==> config.mk <==
export PLATFORM = sky130hd
export DESIGN_NAME = serial_link_top
export DESIGN_NICKNAME = d
export VERILOG_FILES = /design/src/rtl/serial_link_pkg.sv /design/src/rtl/serial_link_top.sv /design/src/rtl/serial_link_physical.sv /design/src/rtl/serial_link_data_link.sv /design/src/rtl/serial_link_bridge.sv
export VERILOG_INCLUDE_DIRS = /design/src /design/src/include
export SDC_FILE = /design/constraint.sdc
export NUM_CORES = 1
export LEC_CHECK = 0
export ABC_CLOCK_PERIOD_IN_PS = 3600
export BUFFER_PORTS_ARGS = -buffer_cell sky130_fd_sc_hd__buf_2
export CORE_ASPECT_RATIO = 0.8
export CORE_MARGIN = 2
export CORE_UTILIZATION = 24
export CTS_BUF_LIST = sky130_fd_sc_hd__clkbuf_8
export DETAILED_ROUTE_END_ITERATION = 16
export PLACE_DENSITY_LB_ADDON = 0.15
export SYNTH_ARGS = -nofsm -noshare
export SYNTH_HDL_FRONTEND = slang
export SYNTH_HIERARCHICAL = 1
export SYNTH_SLANG_ARGS = --single-unit
==> constraint.sdc <==
create_clock -name clk_i -period 3.6 [get_ports clk_i]
set_input_delay 0.18 -clock clk_i [delete_from_list [all_inputs] [get_ports clk_i]]
set_output_delay 0.18 -clock clk_i [all_outputs]
set_load 0.005 [all_outputs]
==> src/include/serial_link_defs.svh <==
// Link dimensions shared by the package, the physical layer, the top level and the testbench
`ifndef SERIAL_LINK_DEFS_SVH
`define SERIAL_LINK_DEFS_SVH

// Data lanes per direction, each carries one bit per clock phase
`define SL_NUM_LANES 4

// Request address and response tag width
`define SL_ADDR_W 14

// Flit data width
`define SL_DATA_W 16

// Full flit, kind bit plus address or tag plus data
`define SL_FLIT_W 31

// Phy words per payload
`define SL_SPLITS 4

// Width of the clock divider setting
`define SL_CLK_DIV_W 4

`endif
==> src/rtl/serial_link_pkg.sv <==
// Flit, payload and phy word types used across the serial link layers

`include "serial_link_defs.svh"

package serial_link_pkg;

  // Network request flit
  typedef struct packed {
    logic                   we;
    logic [`SL_ADDR_W-1:0]  addr;
    logic [`SL_DATA_W-1:0]  data;
  } req_flit_t;

  // Network response flit
  typedef struct packed {
    logic                   err;
    logic [`SL_ADDR_W-1:0]  tag;
    logic [`SL_DATA_W-1:0]  data;
  } rsp_flit_t;

  // Same bits, read as request or response depending on the header
  typedef union packed {
    req_flit_t req;
    rsp_flit_t rsp;
  } payload_body_u;

  // hdr = 0 for a request, 1 for a response
  typedef struct packed {
    logic          hdr;
    payload_body_u body;
  } payload_t;

  // One beat on the wire, both clock phases
  typedef logic [2*`SL_NUM_LANES-1:0] phy_data_t;

endpackage

==> src/rtl/serial_link_top.sv <==
// Serial link top level, bridge, data link and physical layer in one channel
`timescale 1ns/100ps

`include "serial_link_defs.svh"

module serial_link_top (
  input  logic                       clk_i,
  input  logic                       rst_i,
  input  logic [`SL_CLK_DIV_W-1:0]   clk_div_i,
  input  serial_link_pkg::req_flit_t req_i,
  input  logic                       req_valid_i,
  input  serial_link_pkg::rsp_flit_t rsp_i,
  input  logic                       rsp_valid_i,
  output serial_link_pkg::req_flit_t req_o,
  output logic                       req_valid_o,
  output serial_link_pkg::rsp_flit_t rsp_o,
  output logic                       rsp_valid_o,
  input  logic                       ddr_rcv_clk_i,
  input  logic [`SL_NUM_LANES-1:0]   ddr_i,
  output logic                       ddr_rcv_clk_o,
  output logic [`SL_NUM_LANES-1:0]   ddr_o
);

  // Bridge to data link
  serial_link_pkg::payload_t  tx_payload;
  logic                       tx_valid;
  logic                       tx_busy;
  serial_link_pkg::payload_t  rx_payload;
  logic                       rx_valid;

  // Data link to phy
  serial_link_pkg::phy_data_t tx_word;
  logic                       tx_word_valid;
  logic                       tx_word_done;
  serial_link_pkg::phy_data_t rx_word;
  logic                       rx_word_valid;

  ////////////////////////////////////////////////////////////////////////////
  // Network bridge
  ////////////////////////////////////////////////////////////////////////////

  serial_link_bridge bridge_i (
    .clk_i        (clk_i),
    .rst_i        (rst_i),
    .req_i        (req_i),
    .req_valid_i  (req_valid_i),
    .rsp_i        (rsp_i),
    .rsp_valid_i  (rsp_valid_i),
    .req_o        (req_o),
    .req_valid_o  (req_valid_o),
    .rsp_o        (rsp_o),
    .rsp_valid_o  (rsp_valid_o),
    .tx_payload_o (tx_payload),
    .tx_valid_o   (tx_valid),
    .tx_busy_i    (tx_busy),
    .rx_payload_i (rx_payload),
    .rx_valid_i   (rx_valid)
  );

  ////////////////////////////////////////////////////////////////////////////
  // Data link and physical layer
  ////////////////////////////////////////////////////////////////////////////

  serial_link_data_link data_link_i (
    .clk_i           (clk_i),
    .rst_i           (rst_i),
    .tx_payload_i    (tx_payload),
    .tx_valid_i      (tx_valid),
    .tx_busy_o       (tx_busy),
    .tx_word_o       (tx_word),
    .tx_word_valid_o (tx_word_valid),
    .tx_word_done_i  (tx_word_done),
    .rx_word_i       (rx_word),
    .rx_word_valid_i (rx_word_valid),
    .rx_payload_o    (rx_payload),
    .rx_valid_o      (rx_valid)
  );

  serial_link_physical physical_i (
    .clk_i           (clk_i),
    .rst_i           (rst_i),
    .clk_div_i       (clk_div_i),
    .tx_word_i       (tx_word),
    .tx_word_valid_i (tx_word_valid),
    .tx_word_done_o  (tx_word_done),
    .rx_word_o       (rx_word),
    .rx_word_valid_o (rx_word_valid),
    .ddr_rcv_clk_i   (ddr_rcv_clk_i),
    .ddr_i           (ddr_i),
    .ddr_rcv_clk_o   (ddr_rcv_clk_o),
    .ddr_o           (ddr_o)
  );

endmodule

==> src/rtl/serial_link_physical.sv <==
// Physical layer, DDR lanes with a forwarded divided clock and an edge-sampling receiver
`timescale 1ns/100ps

`include "serial_link_defs.svh"

module serial_link_physical (
  input  logic                       clk_i,
  input  logic                       rst_i,
  input  logic [`SL_CLK_DIV_W-1:0]   clk_div_i,
  input  serial_link_pkg::phy_data_t tx_word_i,
  input  logic                       tx_word_valid_i,
  output logic                       tx_word_done_o,
  output serial_link_pkg::phy_data_t rx_word_o,
  output logic                       rx_word_valid_o,
  input  logic                       ddr_rcv_clk_i,
  input  logic [`SL_NUM_LANES-1:0]   ddr_i,
  output logic                       ddr_rcv_clk_o,
  output logic [`SL_NUM_LANES-1:0]   ddr_o
);

  localparam int LANES = `SL_NUM_LANES;

  serial_link_pkg::phy_data_t tx_word_q;
  logic                       tx_active_q;
  logic [`SL_CLK_DIV_W-1:0]   div_cnt_q;
  logic [`SL_CLK_DIV_W-1:0]   div_half;
  logic [`SL_CLK_DIV_W-1:0]   div_last;
  logic                       rcv_clk_q;
  logic                       rcv_clk_prev_q;
  logic [LANES-1:0]           ddr_q;
  logic [LANES-1:0]           rx_lo_q;
  logic                       rcv_rise;
  logic                       rcv_fall;

  ////////////////////////////////////////////////////////////////////////////
  // Transmitter
  ////////////////////////////////////////////////////////////////////////////

  assign div_half = {1'b0, clk_div_i[`SL_CLK_DIV_W-1:1]};
  assign div_last = clk_div_i - 1'b1;

  // Done on the last cycle lets the next word follow without a gap
  assign tx_word_done_o = tx_active_q && (div_cnt_q == div_last);

  always_ff @(posedge clk_i) begin
    if (rst_i) begin
      tx_active_q <= 1'b0;
      div_cnt_q   <= '0;
    end else if (tx_word_valid_i) begin
      tx_active_q <= 1'b1;
      div_cnt_q   <= '0;
    end else if (tx_word_done_o) begin
      tx_active_q <= 1'b0;
      div_cnt_q   <= '0;
    end else if (tx_active_q) begin
      div_cnt_q <= div_cnt_q + 1'b1;
    end
  end

  always_ff @(posedge clk_i) begin
    if (tx_word_valid_i) begin
      tx_word_q <= tx_word_i;
    end
  end

  // High phase carries the low half
  assign ddr_rcv_clk_o = tx_active_q && (div_cnt_q < div_half);

  always_comb begin
    ddr_o = '0;
    if (tx_active_q) begin
      ddr_o = ddr_rcv_clk_o ? tx_word_q[LANES-1:0] : tx_word_q[2*LANES-1:LANES];
    end
  end

  ////////////////////////////////////////////////////////////////////////////
  // Receiver
  ////////////////////////////////////////////////////////////////////////////

  // Lanes registered with the clock so both line up on the edge
  always_ff @(posedge clk_i) begin
    if (rst_i) begin
      rcv_clk_q      <= 1'b0;
      rcv_clk_prev_q <= 1'b0;
    end else begin
      rcv_clk_q      <= ddr_rcv_clk_i;
      rcv_clk_prev_q <= rcv_clk_q;
    end
  end

  always_ff @(posedge clk_i) begin
    ddr_q <= ddr_i;
  end

  assign rcv_rise = rcv_clk_q && !rcv_clk_prev_q;
  assign rcv_fall = !rcv_clk_q && rcv_clk_prev_q;

  always_ff @(posedge clk_i) begin
    if (rcv_rise) begin
      rx_lo_q <= ddr_q;
    end
    if (rcv_fall) begin
      rx_word_o <= {ddr_q, rx_lo_q};
    end
  end

  always_ff @(posedge clk_i) begin
    if (rst_i) begin
      rx_word_valid_o <= 1'b0;
    end else begin
      rx_word_valid_o <= rcv_fall;
    end
  end

endmodule

==> src/rtl/serial_link_data_link.sv <==
// Data link layer, splits payloads into phy words for transmit and reassembles them on receive
`timescale 1ns/100ps

module serial_link_data_link (
  input  logic                       clk_i,
  input  logic                       rst_i,
  input  serial_link_pkg::payload_t  tx_payload_i,
  input  logic                       tx_valid_i,
  output logic                       tx_busy_o,
  output serial_link_pkg::phy_data_t tx_word_o,
  output logic                       tx_word_valid_o,
  input  logic                       tx_word_done_i,
  input  serial_link_pkg::phy_data_t rx_word_i,
  input  logic                       rx_word_valid_i,
  output serial_link_pkg::payload_t  rx_payload_o,
  output logic                       rx_valid_o
);

  localparam int PAYLOAD_W = $bits(serial_link_pkg::payload_t);
  localparam int WORD_W    = $bits(serial_link_pkg::phy_data_t);
  localparam int SPLITS    = PAYLOAD_W / WORD_W;
  localparam int CNT_W     = $clog2(SPLITS);
  localparam logic [CNT_W-1:0] LAST_SPLIT = CNT_W'(SPLITS - 1);

  logic [PAYLOAD_W-1:0] tx_sr_q;
  logic [PAYLOAD_W-1:0] rx_asm_q;
  logic [CNT_W-1:0]     tx_cnt_q;
  logic [CNT_W-1:0]     rx_cnt_q;

  ////////////////////////////////////////////////////////////////////////////
  // Transmit, least significant word first
  ////////////////////////////////////////////////////////////////////////////

  assign tx_word_o = tx_sr_q[WORD_W-1:0];

  always_ff @(posedge clk_i) begin
    if (rst_i) begin
      tx_busy_o       <= 1'b0;
      tx_word_valid_o <= 1'b0;
      tx_cnt_q        <= '0;
    end else begin
      tx_word_valid_o <= 1'b0;
      if (tx_valid_i) begin
        tx_busy_o       <= 1'b1;
        tx_word_valid_o <= 1'b1;
        tx_cnt_q        <= '0;
      end else if (tx_word_done_i) begin
        if (tx_cnt_q == LAST_SPLIT) begin
          tx_busy_o <= 1'b0;
        end else begin
          tx_cnt_q        <= tx_cnt_q + 1'b1;
          tx_word_valid_o <= 1'b1;
        end
      end
    end
  end

  // Phy keeps its own copy, so shift right away on done
  always_ff @(posedge clk_i) begin
    if (tx_valid_i) begin
      tx_sr_q <= tx_payload_i;
    end else if (tx_word_done_i) begin
      tx_sr_q <= tx_sr_q >> WORD_W;
    end
  end

  ////////////////////////////////////////////////////////////////////////////
  // Receive
  ////////////////////////////////////////////////////////////////////////////

  // New words enter at the top so the first one ends up at the bottom
  always_ff @(posedge clk_i) begin
    if (rx_word_valid_i) begin
      rx_asm_q <= {rx_word_i, rx_asm_q[PAYLOAD_W-1:WORD_W]};
    end
  end

  always_ff @(posedge clk_i) begin
    if (rst_i) begin
      rx_cnt_q   <= '0;
      rx_valid_o <= 1'b0;
    end else begin
      rx_valid_o <= rx_word_valid_i && (rx_cnt_q == LAST_SPLIT);
      if (rx_word_valid_i) begin
        rx_cnt_q <= (rx_cnt_q == LAST_SPLIT) ? '0 : rx_cnt_q + 1'b1;
      end
    end
  end

  assign rx_payload_o = rx_asm_q;

endmodule

==> src/rtl/serial_link_bridge.sv <==
// Bridge between the request/response flit ports and the payload stream of the data link
`timescale 1ns/100ps

module serial_link_bridge (
  input  logic                      clk_i,
  input  logic                      rst_i,
  input  serial_link_pkg::req_flit_t req_i,
  input  logic                      req_valid_i,
  input  serial_link_pkg::rsp_flit_t rsp_i,
  input  logic                      rsp_valid_i,
  output serial_link_pkg::req_flit_t req_o,
  output logic                      req_valid_o,
  output serial_link_pkg::rsp_flit_t rsp_o,
  output logic                      rsp_valid_o,
  output serial_link_pkg::payload_t tx_payload_o,
  output logic                      tx_valid_o,
  input  logic                      tx_busy_i,
  input  serial_link_pkg::payload_t rx_payload_i,
  input  logic                      rx_valid_i
);

  serial_link_pkg::req_flit_t req_pend_flit_q;
  serial_link_pkg::rsp_flit_t rsp_pend_flit_q;
  serial_link_pkg::req_flit_t req_sel;
  serial_link_pkg::rsp_flit_t rsp_sel;
  serial_link_pkg::payload_t  next_payload;
  logic                       req_pend_q;
  logic                       rsp_pend_q;
  logic                       req_avail;
  logic                       rsp_avail;
  logic                       launch_ok;

  ////////////////////////////////////////////////////////////////////////////
  // Transmit
  ////////////////////////////////////////////////////////////////////////////

  // Busy only rises the cycle after a launch, so block that cycle too
  assign launch_ok = !tx_busy_i && !tx_valid_o;
  assign req_avail = req_pend_q | req_valid_i;
  assign rsp_avail = rsp_pend_q | rsp_valid_i;
  assign req_sel   = req_valid_i ? req_i : req_pend_flit_q;
  assign rsp_sel   = rsp_valid_i ? rsp_i : rsp_pend_flit_q;

  // Request wins when both kinds are waiting
  always_comb begin
    next_payload = '0;
    if (req_avail) begin
      next_payload.hdr      = 1'b0;
      next_payload.body.req = req_sel;
    end else begin
      next_payload.hdr      = 1'b1;
      next_payload.body.rsp = rsp_sel;
    end
  end

  always_ff @(posedge clk_i) begin
    if (rst_i) begin
      req_pend_q <= 1'b0;
      rsp_pend_q <= 1'b0;
      tx_valid_o <= 1'b0;
    end else begin
      tx_valid_o <= 1'b0;
      if (launch_ok && req_avail) begin
        tx_valid_o <= 1'b1;
        req_pend_q <= 1'b0;
        rsp_pend_q <= rsp_avail;
      end else if (launch_ok && rsp_avail) begin
        tx_valid_o <= 1'b1;
        rsp_pend_q <= 1'b0;
      end else begin
        req_pend_q <= req_avail;
        rsp_pend_q <= rsp_avail;
      end
    end
  end

  always_ff @(posedge clk_i) begin
    if (req_valid_i) begin
      req_pend_flit_q <= req_i;
    end
    if (rsp_valid_i) begin
      rsp_pend_flit_q <= rsp_i;
    end
    if (launch_ok && (req_avail || rsp_avail)) begin
      tx_payload_o <= next_payload;
    end
  end

  ////////////////////////////////////////////////////////////////////////////
  // Receive
  ////////////////////////////////////////////////////////////////////////////

  always_ff @(posedge clk_i) begin
    if (rst_i) begin
      req_valid_o <= 1'b0;
      rsp_valid_o <= 1'b0;
    end else begin
      req_valid_o <= rx_valid_i && !rx_payload_i.hdr;
      rsp_valid_o <= rx_valid_i && rx_payload_i.hdr;
    end
  end

  // Header picks which view of the body is taken
  always_ff @(posedge clk_i) begin
    if (rx_valid_i && !rx_payload_i.hdr) begin
      req_o <= rx_payload_i.body.req;
    end
    if (rx_valid_i && rx_payload_i.hdr) begin
      rsp_o <= rx_payload_i.body.rsp;
    end
  end

endmodule

==> metrics <==
outcome=finished, final reports clean; crit path capture type=primary output; vias in the first global route=5317; initial antenna violation count=0; Synth area leader=edfxtp_1; share of cells above drive strength 1=43.1%; endpoints failing hold=0; FF+latch count, synth=264; total wire length=19000 microns; Post-synth EDFFs=178; Layout Nets=814; FMAX=0.423 GHz; Synth Warn #=6; type of the most critical hold path=primary input to flop; Post-Syn Area=9520 sq um; hpwl dp=12300 microns; vias per cell=3.68; IO Pins=144; Diodes inserted=0; Design Area, Final=12300 sq um; skew final=30.1 ps; drt pass-1 iters=4; Num CTS Buffers=45; CTS max path bufs=3; min cycle time layout=2370 ps; DR DRC count=0; DR iter-0 viols=218; Avg Cell Area, Syn=19.2 sq um; Reg clk slew, reported paths=70 ps; num rows=65; CTS tree=yes; Cell variety after synth=36; R2R setup slack=1270 ps; asr flop ratio synth=0%; Final setup violation count=0; Power Dens Cells=544 nW/um^2; total number of vias=4811; setup TNS=0 ps; chip width=227 microns; max-cap viol count=0; placed instance area=10700 sq um; largest fanout on the critical path=5; gpl congestion=0.719; Syn Nets=576; RSZ-0062 raised after global routing=false; CP required=3420 ps; Yosys top cell area share=56.1%; WS Path Type=flop to primary output; crit path DAT=2190 ps; maximum VDD drop=190 uV; synth top area cells=edfxtp_1, dfxtp_1, mux2_4; Mapped Cells=495; H-tree depth=2; Core Area=39300 sq um; Routed Antenna Nets=0; area of the multi-input gates=2220 sq um; count of input and output buffers=143; Lkg Pwr=4.81 nW; Initial Util=24.2%; count leader, synth=edfxtp_1; sequential area share after synthesis=74.2%; root buf cell=clkbuf_8; Remaining Overflow, GRT=0; total track usage=9.32%; main flop type after synthesis=edfxtp_1; Final Slew Violations=0; worst slew pin tran=1070 ps; largest net degree at the start of global routing=40; Register Area=7070 sq um; worst skew pair latency=560 ps; Max-slew headroom=28.4%; Area Growth Syn to Fin=28.8%; Die Ht=182 microns; synth cell count leaders=edfxtp_1, dfxtp_1, mux2_4; fin crit share=65.7%; filler instances=3841; global-route wire length before repair=29800 microns; TritonCTS Sinks=264; post-DR wirelength/cell=14.5 microns; Worst setup SP type=flop; Final Power=0.00667 W; die area=41300 sq um
## layout by cell type (no fill, tap or decap), types with 5 or more instances in the layout
master,synthesis,routed
and2_1,10,10
buf_2,0,143
buf_4,11,6
clkbuf_8,0,47
clkinv_1,0,9
clkinv_2,0,6
dfxtp_1,86,85
dlygate4sd3_1,0,67
edfxtp_1,178,178
ha_1,6,6
inv_1,5,21
mux2_2,41,41
mux2_4,76,76
mux2i_1,8,8
nand2_1,11,11
nor2_1,10,10
nor2b_1,6,5
## layer usage
metal / share of wire, % / track usage, % / vias to the layer above
li1: - / - / 2321
met1: 46 / 11.9 / 2337
met2: 46 / 14.9 / 104
met3: 4.7 / 2.43 / 49
met4: 2.8 / 3.95 / 0
met5: 0 / 0 / -
## critical path, cell delays in order, from the launching register on
cell      delay (ps)
dfxtp_1          420
ha_1             270
a21o_1           190
a211oi_4         380
mux2i_1          230
buf_2            140
## metrics by stage
stage	util [%]	hold slack [ps]	setup slack (ps)	instances
after global routing	31.2	44.6	1070	1306
after detailed placement	27.3	284	1170	1155
after floorplan	-	208	194	495
after global placement	27.3	286	1250	1155
final	31.2	41.3	1230	1306
after CTS	31.2	18.0	1170	1306
## final cells by class
class	instances	share of cell area, %
repair buffers	216	11.7
inverters	5	0.153
clock buffers	47	5.27
clock inverters	37	1.77
multi-input cells	201	18.1
flip-flops and latches	264	57.6
well taps	536	5.47
## timing repair
| action | 4_1_cts | 5_1_grt |
|---|---|---|
| endpoints found under the hold margin | 67 | 0 |
| gates resized for setup | 0 | 0 |
| setup buffers | 0 | 0 |
| hold buffers | 67 | 0 |
## flip-flops by register name, summed over array words and instances, names as in the netlist, 2 cells and up
| name | flops |
|---|---|
| bridge_i/req_o | 31 |
| bridge_i/req_pend_flit_q | 31 |
| bridge_i/rsp_o | 31 |
| bridge_i/rsp_pend_flit_q | 31 |
| bridge_i/tx_payload_o | 32 |
| data_link_i/rx_cnt_q | 2 |
| data_link_i/rx_payload_o | 32 |
| data_link_i/tx_cnt_q | 2 |
| data_link_i/tx_sr_q | 32 |
| physical_i/ddr_q | 4 |
| physical_i/div_cnt_q | 4 |
| physical_i/rx_lo_q | 4 |
| physical_i/rx_word_o | 8 |
| physical_i/tx_word_q | 8 |
## logic make-up after synthesis
| logic type | synth area share [%] |
|---|---|
| compound gates | 0.709 |
| xor+xnor | 0.972 |
| fa+ha+maj | 0.788 |
| buf+inv | 2.67 |
| flops | 74.2 |
| mux | 17.7 |
| simple gates | 3.00 |
## path summary, 6_finish.rpt
path / from / cells past startpoint / to
max: physical_i/div_cnt_q[1]$_SDFFE_PP0P_ / 5 / ddr_o[2]
min: rst_i / 2 / data_link_i/tx_word_valid_o$_SDFF_PP0_
max reg2reg: physical_i/div_cnt_q[2]$_SDFFE_PP0P_ / 4 / data_link_i/tx_sr_q[29]$_SDFFCE_PN0P_
min reg2reg: physical_i/rx_word_o[6]$_DFFE_PP_ / 0 / data_link_i/rx_payload_o[30]$_DFFE_PP_
## report_power, final
part	total [W]	leakage [nW]	internal (W)	switching, W
Clock	0.00257	0.495	0.00136	0.00121
Sequential	0.00357	2.37	0.00348	0.0000952
Combinational	0.000527	1.95	0.000324	0.000204
Total	0.00667	4.81	0.00517	0.00150
Power figures use the tool's default switching activity.
